### src/rr_cfg_pkg.sv
// replay configuration package: channel count and per-channel trace widths
package rr_cfg_pkg;

  ////////////////////////////////////////////////////////////
  // width table entries
  ////////////////////////////////////////////////////////////

  // one entry of a channel width table, widths up to 255 bits
  localparam int rr_width_bits = 8;

  typedef logic [rr_width_bits-1:0] rr_width_t;

  // largest channel count a width table can describe
  // tables of fewer channels are zero extended to this size
  localparam int rr_channel_max = 64;

  // full size table used by the width arithmetic helpers
  typedef rr_width_t [rr_channel_max-1:0] rr_width_table_t;

  ////////////////////////////////////////////////////////////
  // default replay configuration
  ////////////////////////////////////////////////////////////

  // number of replay channels, a power of two
  localparam int rr_channel_cnt_dflt = 4;

  // entry 0 is the lowest channel
  // ch0 8 bits, ch1 16 bits, ch2 8 bits, ch3 32 bits
  localparam rr_width_t [rr_channel_cnt_dflt-1:0] rr_channel_widths_dflt = {
    8'd32,
    8'd8,
    8'd16,
    8'd8
  };

  // 64 data bits in total for the default table
  // packed trace word is then 4 + 4 + 64 = 72 bits wide

endpackage

### src/rr_stream_pkg.sv
// width arithmetic on channel width tables for packed trace streams
package rr_stream_pkg;

  ////////////////////////////////////////////////////////////
  // range sums
  ////////////////////////////////////////////////////////////

  // sum of table entries over the half-open range [lo, hi)
  // used at elaboration time for port and slice widths
  function automatic int sum_width(
    input rr_cfg_pkg::rr_width_table_t widths,
    input int                          lo,
    input int                          hi
  );
    int total;
    total = 0;
    for (int i = lo; i < hi; i++) begin
      total += int'(widths[i]);
    end
    return total;
  endfunction

  ////////////////////////////////////////////////////////////
  // offsets and packed word size
  ////////////////////////////////////////////////////////////

  // bit offset of a channel inside the flat per-channel data bus
  // all lower channels sit below it, in channel order
  function automatic int chan_offset(
    input rr_cfg_pkg::rr_width_table_t widths,
    input int                          idx
  );
    return sum_width(widths, 0, idx);
  endfunction

  // packed input word: logb_valid, loge_valid, then the data area
  // the data area is sized for every channel being valid at once
  function automatic int packed_width(
    input rr_cfg_pkg::rr_width_table_t widths,
    input int                          cnt
  );
    int data_bits;
    data_bits = sum_width(widths, 0, cnt);
    return cnt * 2 + data_bits;
  endfunction

endpackage

### src/rr_replay_top.sv
// replay top level: trace decoder with flat per-channel stream ports
module rr_replay_top #(
  parameter int CHANNEL_CNT = rr_cfg_pkg::rr_channel_cnt_dflt,
  parameter rr_cfg_pkg::rr_width_t [CHANNEL_CNT-1:0] CHANNEL_WIDTHS =
    rr_cfg_pkg::rr_channel_widths_dflt,
  localparam rr_cfg_pkg::rr_width_table_t WIDTH_TABLE =
    rr_cfg_pkg::rr_width_table_t'(CHANNEL_WIDTHS),
  localparam int DATA_WIDTH   = rr_stream_pkg::sum_width(WIDTH_TABLE, 0, CHANNEL_CNT),
  localparam int PACKED_WIDTH = rr_stream_pkg::packed_width(WIDTH_TABLE, CHANNEL_CNT)
) (
  input  logic                               clk,
  input  logic                               rstn,

  // packed trace words from the log reader
  input  logic                               in_valid,
  input  logic [PACKED_WIDTH-1:0]            in_data,
  output logic                               in_ready,

  // one stream per replay channel
  output logic [CHANNEL_CNT-1:0]             ch_valid,
  output logic [CHANNEL_CNT-1:0]             ch_logb_valid,
  output logic [CHANNEL_CNT*CHANNEL_CNT-1:0] ch_loge_valid,
  output logic [DATA_WIDTH-1:0]              ch_logb_data,
  input  logic [CHANNEL_CNT-1:0]             ch_ready
);

  ////////////////////////////////////////////////////////////
  // decoder
  ////////////////////////////////////////////////////////////

  rr_tracedecoder #(
    .CHANNEL_CNT    (CHANNEL_CNT),
    .CHANNEL_WIDTHS (CHANNEL_WIDTHS)
  ) u_decoder (
    .clk           (clk),
    .rstn          (rstn),
    .in_valid      (in_valid),
    .in_data       (in_data),
    .in_ready      (in_ready),
    .ch_valid      (ch_valid),
    .ch_logb_valid (ch_logb_valid),
    .ch_loge_valid (ch_loge_valid),
    .ch_logb_data  (ch_logb_data),
    .ch_ready      (ch_ready)
  );

endmodule

### src/rr_skid_buf.sv
// two-entry skid buffer with registered output and registered in_ready
module rr_skid_buf #(
  parameter int DATA_WIDTH = 8
) (
  input  logic                  clk,
  input  logic                  rstn,

  // upstream side
  input  logic                  in_valid,
  input  logic [DATA_WIDTH-1:0] in_data,
  output logic                  in_ready,

  // downstream side
  output logic                  out_valid,
  output logic [DATA_WIDTH-1:0] out_data,
  input  logic                  out_ready
);

  ////////////////////////////////////////////////////////////
  // storage
  ////////////////////////////////////////////////////////////

  // second entry, only fills while the output is stalled
  logic                  skid_valid;
  logic [DATA_WIDTH-1:0] skid_data;

  logic push;
  // main register may load this cycle
  logic main_free;

  assign push      = in_valid & in_ready;
  assign main_free = out_ready | ~out_valid;

  // ready is the inverted skid flag, so it comes straight from a flop
  // high out of reset, low only when both entries hold a word
  assign in_ready = ~skid_valid;

  ////////////////////////////////////////////////////////////
  // control
  ////////////////////////////////////////////////////////////

  always_ff @(posedge clk) begin
    if (!rstn) begin
      out_valid  <= 1'b0;
      skid_valid <= 1'b0;
    end else if (main_free) begin
      // skid word goes first, input can't push while skid is full
      out_valid  <= skid_valid | push;
      skid_valid <= 1'b0;
    end else if (push) begin
      // output stalled, park the new word
      skid_valid <= 1'b1;
    end
  end

  ////////////////////////////////////////////////////////////
  // payload
  ////////////////////////////////////////////////////////////

  always_ff @(posedge clk) begin
    if (main_free) begin
      if (skid_valid) begin
        out_data <= skid_data;
      end else if (push) begin
        out_data <= in_data;
      end
    end else if (push) begin
      skid_data <= in_data;
    end
  end

endmodule

### src/rr_trace_demarshaller2.sv
// demarshaller tree node: registers a packed trace word and splits it in two
module rr_trace_demarshaller2 #(
  parameter int CHANNEL_CNT = rr_cfg_pkg::rr_channel_cnt_dflt,
  parameter int LEFT_CNT    = CHANNEL_CNT / 2,
  parameter rr_cfg_pkg::rr_width_t [CHANNEL_CNT-1:0] CHANNEL_WIDTHS =
    rr_cfg_pkg::rr_channel_widths_dflt,
  parameter int LOGE_CNT    = CHANNEL_CNT,
  localparam rr_cfg_pkg::rr_width_table_t WIDTH_TABLE =
    rr_cfg_pkg::rr_width_table_t'(CHANNEL_WIDTHS),
  localparam int RIGHT_CNT   = CHANNEL_CNT - LEFT_CNT,
  localparam int FULL_WIDTH  = rr_stream_pkg::sum_width(WIDTH_TABLE, 0, CHANNEL_CNT),
  localparam int LEFT_WIDTH  = rr_stream_pkg::sum_width(WIDTH_TABLE, 0, LEFT_CNT),
  localparam int RIGHT_WIDTH = FULL_WIDTH - LEFT_WIDTH
) (
  input  logic                   clk,
  input  logic                   rstn,

  // packed word for this node's channels
  input  logic                   in_valid,
  input  logic [CHANNEL_CNT-1:0] in_logb_valid,
  input  logic [LOGE_CNT-1:0]    in_loge_valid,
  input  logic [FULL_WIDTH-1:0]  in_logb_data,
  output logic                   in_ready,

  // left side, lower channels
  output logic                   a_valid,
  output logic [LEFT_CNT-1:0]    a_logb_valid,
  output logic [LOGE_CNT-1:0]    a_loge_valid,
  output logic [LEFT_WIDTH-1:0]  a_logb_data,
  input  logic                   a_ready,

  // right side, upper channels
  output logic                   b_valid,
  output logic [RIGHT_CNT-1:0]   b_logb_valid,
  output logic [LOGE_CNT-1:0]    b_loge_valid,
  output logic [RIGHT_WIDTH-1:0] b_logb_data,
  input  logic                   b_ready
);

  localparam int WORD_WIDTH = FULL_WIDTH + LOGE_CNT + CHANNEL_CNT;
  // wide enough to hold any left data length, including all valid
  localparam int OFF_WIDTH  = $clog2(FULL_WIDTH + 1);

  // summed width of the valid left channels
  function automatic logic [OFF_WIDTH-1:0] left_len(input logic [LEFT_CNT-1:0] vld);
    logic [OFF_WIDTH-1:0] len;
    len = '0;
    for (int i = 0; i < LEFT_CNT; i++) begin
      if (vld[i]) begin
        len = len + OFF_WIDTH'(CHANNEL_WIDTHS[i]);
      end
    end
    return len;
  endfunction

  ////////////////////////////////////////////////////////////
  // input register
  ////////////////////////////////////////////////////////////

  logic                   q_valid;
  logic [CHANNEL_CNT-1:0] q_logb_valid;
  logic [LOGE_CNT-1:0]    q_loge_valid;
  logic [FULL_WIDTH-1:0]  q_logb_data;
  logic                   q_ready;

  rr_skid_buf #(
    .DATA_WIDTH (WORD_WIDTH)
  ) u_in_buf (
    .clk       (clk),
    .rstn      (rstn),
    .in_valid  (in_valid),
    .in_data   ({in_logb_data, in_loge_valid, in_logb_valid}),
    .in_ready  (in_ready),
    .out_valid (q_valid),
    .out_data  ({q_logb_data, q_loge_valid, q_logb_valid}),
    .out_ready (q_ready)
  );

  ////////////////////////////////////////////////////////////
  // partial acceptance
  ////////////////////////////////////////////////////////////

  // set once a side has taken the current word
  logic a_taken;
  logic b_taken;
  logic a_fire;
  logic b_fire;
  logic word_done;

  assign a_fire = a_valid & a_ready;
  assign b_fire = b_valid & b_ready;

  // a side that already took the word no longer holds it back
  assign q_ready   = (a_taken | a_ready) & (b_taken | b_ready);
  assign word_done = q_valid & q_ready;

  always_ff @(posedge clk) begin
    if (!rstn) begin
      a_taken <= 1'b0;
      b_taken <= 1'b0;
    end else if (word_done) begin
      // next word starts fresh on both sides
      a_taken <= 1'b0;
      b_taken <= 1'b0;
    end else begin
      if (a_fire) begin
        a_taken <= 1'b1;
      end
      if (b_fire) begin
        b_taken <= 1'b1;
      end
    end
  end

  ////////////////////////////////////////////////////////////
  // split
  ////////////////////////////////////////////////////////////

  logic [FULL_WIDTH-1:0] right_shifted;

  // no resend to a side that already has this word
  assign a_valid = q_valid & ~a_taken;
  assign b_valid = q_valid & ~b_taken;

  // loge info is needed by every channel
  assign a_loge_valid = q_loge_valid;
  assign b_loge_valid = q_loge_valid;

  // left data always starts at bit zero
  assign a_logb_valid = q_logb_valid[LEFT_CNT-1:0];
  assign a_logb_data  = q_logb_data[LEFT_WIDTH-1:0];

  // right data follows the valid left fields only
  assign right_shifted = q_logb_data >> left_len(a_logb_valid);
  assign b_logb_valid  = q_logb_valid[CHANNEL_CNT-1:LEFT_CNT];
  assign b_logb_data   = right_shifted[RIGHT_WIDTH-1:0];

endmodule

### src/rr_tracedecoder.sv
// trace decoder: demarshaller tree from one packed stream to one stream per channel
module rr_tracedecoder #(
  parameter int CHANNEL_CNT = rr_cfg_pkg::rr_channel_cnt_dflt,
  parameter rr_cfg_pkg::rr_width_t [CHANNEL_CNT-1:0] CHANNEL_WIDTHS =
    rr_cfg_pkg::rr_channel_widths_dflt,
  localparam rr_cfg_pkg::rr_width_table_t WIDTH_TABLE =
    rr_cfg_pkg::rr_width_table_t'(CHANNEL_WIDTHS),
  localparam int DATA_WIDTH   = rr_stream_pkg::sum_width(WIDTH_TABLE, 0, CHANNEL_CNT),
  localparam int PACKED_WIDTH = rr_stream_pkg::packed_width(WIDTH_TABLE, CHANNEL_CNT)
) (
  input  logic                               clk,
  input  logic                               rstn,

  // packed trace stream
  input  logic                               in_valid,
  input  logic [PACKED_WIDTH-1:0]            in_data,
  output logic                               in_ready,

  // per-channel streams, bit i or slice i belongs to channel i
  output logic [CHANNEL_CNT-1:0]             ch_valid,
  output logic [CHANNEL_CNT-1:0]             ch_logb_valid,
  output logic [CHANNEL_CNT*CHANNEL_CNT-1:0] ch_loge_valid,
  output logic [DATA_WIDTH-1:0]              ch_logb_data,
  input  logic [CHANNEL_CNT-1:0]             ch_ready
);

  // levels of nodes, the leaf links sit one level below the last
  localparam int DEPTH    = $clog2(CHANNEL_CNT);
  // one link per tree edge plus the root link
  localparam int LINK_CNT = 2 * CHANNEL_CNT - 1;

  ////////////////////////////////////////////////////////////
  // link storage
  ////////////////////////////////////////////////////////////

  // valid, ready and loge copies are per link, heap order
  // link j of level l lives at index 2**l - 1 + j
  logic [LINK_CNT-1:0]                     lnk_valid;
  logic [LINK_CNT-1:0]                     lnk_ready;
  logic [LINK_CNT-1:0][CHANNEL_CNT-1:0]    lnk_loge_valid;

  // each level covers all channels exactly once
  // so logb_valid and data share one row per level at channel positions
  logic [DEPTH:0][CHANNEL_CNT-1:0]         lnk_logb_valid;
  logic [DEPTH:0][DATA_WIDTH-1:0]          lnk_logb_data;

  ////////////////////////////////////////////////////////////
  // root: unpack the input word
  ////////////////////////////////////////////////////////////

  // from lsb: logb_valid, loge_valid, packed data
  assign lnk_valid[0]      = in_valid;
  assign lnk_logb_valid[0] = in_data[CHANNEL_CNT-1:0];
  assign lnk_loge_valid[0] = in_data[CHANNEL_CNT +: CHANNEL_CNT];
  assign lnk_logb_data[0]  = in_data[2*CHANNEL_CNT +: DATA_WIDTH];
  assign in_ready          = lnk_ready[0];

  ////////////////////////////////////////////////////////////
  // demarshaller tree
  ////////////////////////////////////////////////////////////

  for (genvar l = 0; l < DEPTH; l++) begin : g_lvl
    // channels per node at this level and per child
    localparam int G = CHANNEL_CNT >> l;
    localparam int H = G / 2;

    for (genvar j = 0; j < (1 << l); j++) begin : g_node
      localparam int IN_IDX = (1 << l) - 1 + j;
      localparam int A_IDX  = (2 << l) - 1 + 2 * j;
      localparam int B_IDX  = A_IDX + 1;
      // first channel of this node
      localparam int LO     = j * G;
      localparam int OFF    = rr_stream_pkg::chan_offset(WIDTH_TABLE, LO);
      localparam int W      = rr_stream_pkg::sum_width(WIDTH_TABLE, LO, LO + G);
      localparam int A_W    = rr_stream_pkg::sum_width(WIDTH_TABLE, LO, LO + H);
      localparam int B_W    = W - A_W;

      rr_trace_demarshaller2 #(
        .CHANNEL_CNT    (G),
        .LEFT_CNT       (H),
        .CHANNEL_WIDTHS (CHANNEL_WIDTHS[LO+G-1:LO]),
        .LOGE_CNT       (CHANNEL_CNT)
      ) u_node (
        .clk           (clk),
        .rstn          (rstn),
        .in_valid      (lnk_valid[IN_IDX]),
        .in_logb_valid (lnk_logb_valid[l][LO +: G]),
        .in_loge_valid (lnk_loge_valid[IN_IDX]),
        .in_logb_data  (lnk_logb_data[l][OFF +: W]),
        .in_ready      (lnk_ready[IN_IDX]),
        .a_valid       (lnk_valid[A_IDX]),
        .a_logb_valid  (lnk_logb_valid[l+1][LO +: H]),
        .a_loge_valid  (lnk_loge_valid[A_IDX]),
        .a_logb_data   (lnk_logb_data[l+1][OFF +: A_W]),
        .a_ready       (lnk_ready[A_IDX]),
        .b_valid       (lnk_valid[B_IDX]),
        .b_logb_valid  (lnk_logb_valid[l+1][LO+H +: H]),
        .b_loge_valid  (lnk_loge_valid[B_IDX]),
        .b_logb_data   (lnk_logb_data[l+1][OFF+A_W +: B_W]),
        .b_ready       (lnk_ready[B_IDX])
      );
    end
  end

  ////////////////////////////////////////////////////////////
  // leaves onto the flat channel ports
  ////////////////////////////////////////////////////////////

  for (genvar i = 0; i < CHANNEL_CNT; i++) begin : g_ch
    localparam int LEAF = CHANNEL_CNT - 1 + i;
    localparam int OFF  = rr_stream_pkg::chan_offset(WIDTH_TABLE, i);
    localparam int W    = int'(CHANNEL_WIDTHS[i]);

    assign ch_valid[i]      = lnk_valid[LEAF];
    assign ch_logb_valid[i] = lnk_logb_valid[DEPTH][i];
    // full loge copy per channel
    assign ch_loge_valid[i*CHANNEL_CNT +: CHANNEL_CNT] = lnk_loge_valid[LEAF];
    assign ch_logb_data[OFF +: W] = lnk_logb_data[DEPTH][OFF +: W];
    assign lnk_ready[LEAF]  = ch_ready[i];
  end

endmodule

### config.mk
export PLATFORM = sky130hd
export DESIGN_NAME = rr_replay_top
export DESIGN_NICKNAME = d
export VERILOG_FILES = /design/src/rr_cfg_pkg.sv /design/src/rr_stream_pkg.sv /design/src/rr_replay_top.sv /design/src/rr_skid_buf.sv /design/src/rr_trace_demarshaller2.sv /design/src/rr_tracedecoder.sv
export SDC_FILE = /design/constraint.sdc
export NUM_CORES = 1
export LEC_CHECK = 0
export ABC_AREA = 1
export BUFFER_PORTS_ARGS = -buffer_cell sky130_fd_sc_hd__clkbuf_2
export CORE_MARGIN = 3
export CORE_UTILIZATION = 35
export DETAILED_ROUTE_END_ITERATION = 7
export HOLD_SLACK_MARGIN = 0.15
export RECOVER_POWER = 25
export SLEW_MARGIN = 0
export SYNTH_ARGS = -nofsm -noshare
export SYNTH_HDL_FRONTEND = slang
export SYNTH_HIERARCHICAL = 1
export SYNTH_SLANG_ARGS = --single-unit
### constraint.sdc
create_clock -name clk -period 10 [get_ports clk]
set_input_delay 2 -clock clk [delete_from_list [all_inputs] [get_ports clk]]
set_output_delay 2 -clock clk [all_outputs]
set_load 0.005 [all_outputs]
==> impl_metrics.json <==
{
  "status": "complete, but fails checks",
  "violations": "max-capacitance violations, max-slew violations",
  "cts_hold_buf": 0,
  "cp-end-kind": "output port",
  "grt_pass1_wl_um": 46700,
  "drc": 0,
  "htree_num_levels": 1,
  "synth_seq_area_share_pct": 68.4,
  "worstMarginPinSlew_ns": 3.45,
  "max_freq_ghz": 0.168,
  "post_cts_buffers": 0,
  "critical_path_class": "reg -> out",
  "gr-total-overflow": 0,
  "worstPathMaxFanout": 76,
  "core_area_mm2": 0.0371,
  "wl_um": 30400,
  "synth_top_area_share_pct": 66.6,
  "hold_path.class": "reg -> reg",
  "maxSlewHeadroom_pct": -130,
  "worst_slack_ns": 4.04,
  "grt_max_degree": 77,
  "avgRoutedWirePerCell_um": 16.0,
  "cts_resized": 0,
  "grt_usage_pct": 14.6,
  "finalClockSkew_ns": 0.00982,
  "synthArstFlopShare_pct": 0,
  "drt_iter0_drc": 675,
  "cap_violations": 6,
  "endpoint": "in_ready",
  "io_buffers": 167,
  "critPathRequiredTime_ns": 8.00,
  "synth_edf_count": 296,
  "die_h_um": 201,
  "clock_latency_ns": 0.55,
  "finalCritPeriodShare_pct": 59.6,
  "cts_buffer_depth": 3,
  "drive_above_1_share_pct": 13.4,
  "root_buffer": "clkbuf_16",
  "yosys_most_used_dff": "edfxtp_1",
  "min_period_ns": 5.96,
  "synthCells": 1245,
  "p_per_area_mw_per_mm2": 182,
  "antenna_left": 0,
  "yosys_warnings": 6,
  "rows": 70,
  "rsz0062_at_grt": "no",
  "firstDrtPassIters": 5,
  "multi_input_area_mm2": 0.00337,
  "cts_buffers": 30,
  "cts_tree": "done",
  "hold_violations": 0,
  "synth_area_mm2": 0.0133,
  "area_growth_pct": 13.0,
  "start_util_pct": 35.9,
  "pre_cts_slack_ns": 5.91,
  "fp.dieArea_mm2": 0.0405,
  "maxSlewViolCount": 344,
  "synthTopCellsByArea": "edfxtp_1, nand2_1, o21ai_0",
  "fillCellCount": 3632,
  "synth.distinct_cells": 26,
  "grt_antenna_before_repair": 10,
  "worstRegToRegCells": 6,
  "ff_latch_area_mm2": 0.00913,
  "gp_congestion": 0.876,
  "setup_tns_ns": 0,
  "die_w_um": 201,
  "path_clk_slew_ns": 0.06,
  "setup_violations": 0,
  "syn_avg_cell_area_um2": 10.7,
  "power.leakage_nw": 6.03,
  "hpwl_um": 21600,
  "fin_nets": 1454,
  "reg2reg_slack_ns": 4.12,
  "start_kind": "flip-flop",
  "synth_top_cell_by_area": "edfxtp_1",
  "grt_pass1_vias": 8323,
  "synth_nets": 1324,
  "ys_ff_latch": 308,
  "vias": 8669,
  "ir_drop_mv": 0.108,
  "clock-sinks": 308,
  "crit_arrival_ns": 3.96,
  "io_pins": 168,
  "vias_per_cell": 4.56
}
[cells in the mapped netlist, types with 12 or more instances]
cell type	n
a21oi_1	24
buf_2	24
buf_4	26
buf_6	24
dfxtp_1	12
edfxtp_1	296
inv_1	54
nand2_1	565
nand2_2	20
nor2_1	58
o211ai_1	12
o21ai_0	82
[per-layer routing]
metal	track usage, %	up-vias	routed length [um]
li1	-	4357	-
met1	20.6	3977	14200
met2	22.1	252	13200
met3	3.95	65	2140
met4	4.39	18	776
met5	0	-	116
[per-stage QoR]
step	utilization [%]	instance area, um^2	instances	power (mW)	hold WS, ns
2_1_floorplan	-	13300	1245	1.65	0.427
3_3_place_gp	38.5	14300	1847	1.73	0.435
3_5_place_dp	38.5	14300	1847	1.74	0.439
4_1_cts	40.9	15200	1901	2.78	0.463
5_1_grt	40.6	15100	1901	2.86	0.476
6_report	40.6	15100	1902	2.74	0.461
[worst max-delay path: stages (launching register included)]
cell	delay, ns
dfxtp_1	0.31
clkbuf_1	2.41
clkinv_1	0.40
clkbuf_2	0.25
[cell families after synthesis]
family | share of synthesized area, %
DFF | 68.4
AOI/OAI and AO/OA | 5.38
buffers and inverters | 6.68
muxes | 0.506
and+or+nand+nor | 19.0
[flip-flops by register name, indices dropped and copies added, names as in the netlist]
signal	cells
u_decoder/g_lvl.g_node.u_node/u_in_buf/skid_data	148
u_decoder/g_lvl.g_node.u_node/b_taken	3
u_decoder/g_lvl.g_node.u_node/u_in_buf/out_valid	3
u_decoder/g_lvl.g_node.u_node/u_in_buf/out_data	148
u_decoder/g_lvl.g_node.u_node/u_in_buf/skid_valid	3
u_decoder/g_lvl.g_node.u_node/a_taken	3
[power by group]
part           internal [mW]  switching, mW  total (mW)
Combinational         0.0677          0.134       0.202
Sequential              1.47         0.0286        1.50
Clock                  0.588          0.451        1.04
Total                   2.13          0.614        2.74
[cell type report]
cell class / instances / share of cell area (%)
flip-flops and latches: 308 / 60.5
clock buffers: 37 / 5.29
inverters: 59 / 1.48
clock inverters: 17 / 0.713
repair buffers: 180 / 5.50
multi-input cells: 796 / 22.3
diodes: 1 / 0.0166
well taps: 504 / 4.18
[placed cells by master (no fill, tap or decap), types with 2 or more instances in the layout]
master / count
nand2_2: 19
clkinv_1: 10
mux2_2: 6
and2_1: 3
nor2_1: 55
clkinv_2: 4
o21ai_0: 87
nor2_4: 2
nand3_1: 9
a21oi_2: 7
dfxtp_1: 12
clkbuf_1: 79
o211ai_1: 12
buf_4: 8
o21ai_1: 4
clkbuf_2: 99
nand2_1: 566
clkbuf_16: 31
edfxtp_1: 296
clkinvlp_4: 2
clkinvlp_2: 2
a21oi_1: 21
a21oi_4: 2
inv_1: 55
[worst min path at each step]
stage               from         to  slack (ns)  depth (start not counted)
2_1_floorplan  flip-flop  flip-flop        0.43                          0
3_3_place_gp   flip-flop  flip-flop        0.43                          0
3_5_place_dp   flip-flop  flip-flop        0.44                          0
4_1_cts        flip-flop  flip-flop        0.46                          0
5_1_grt        flip-flop  flip-flop        0.48                          0
6_report       flip-flop  flip-flop        0.46                          0
No activity file was read; power rests on OpenSTA's default activity.
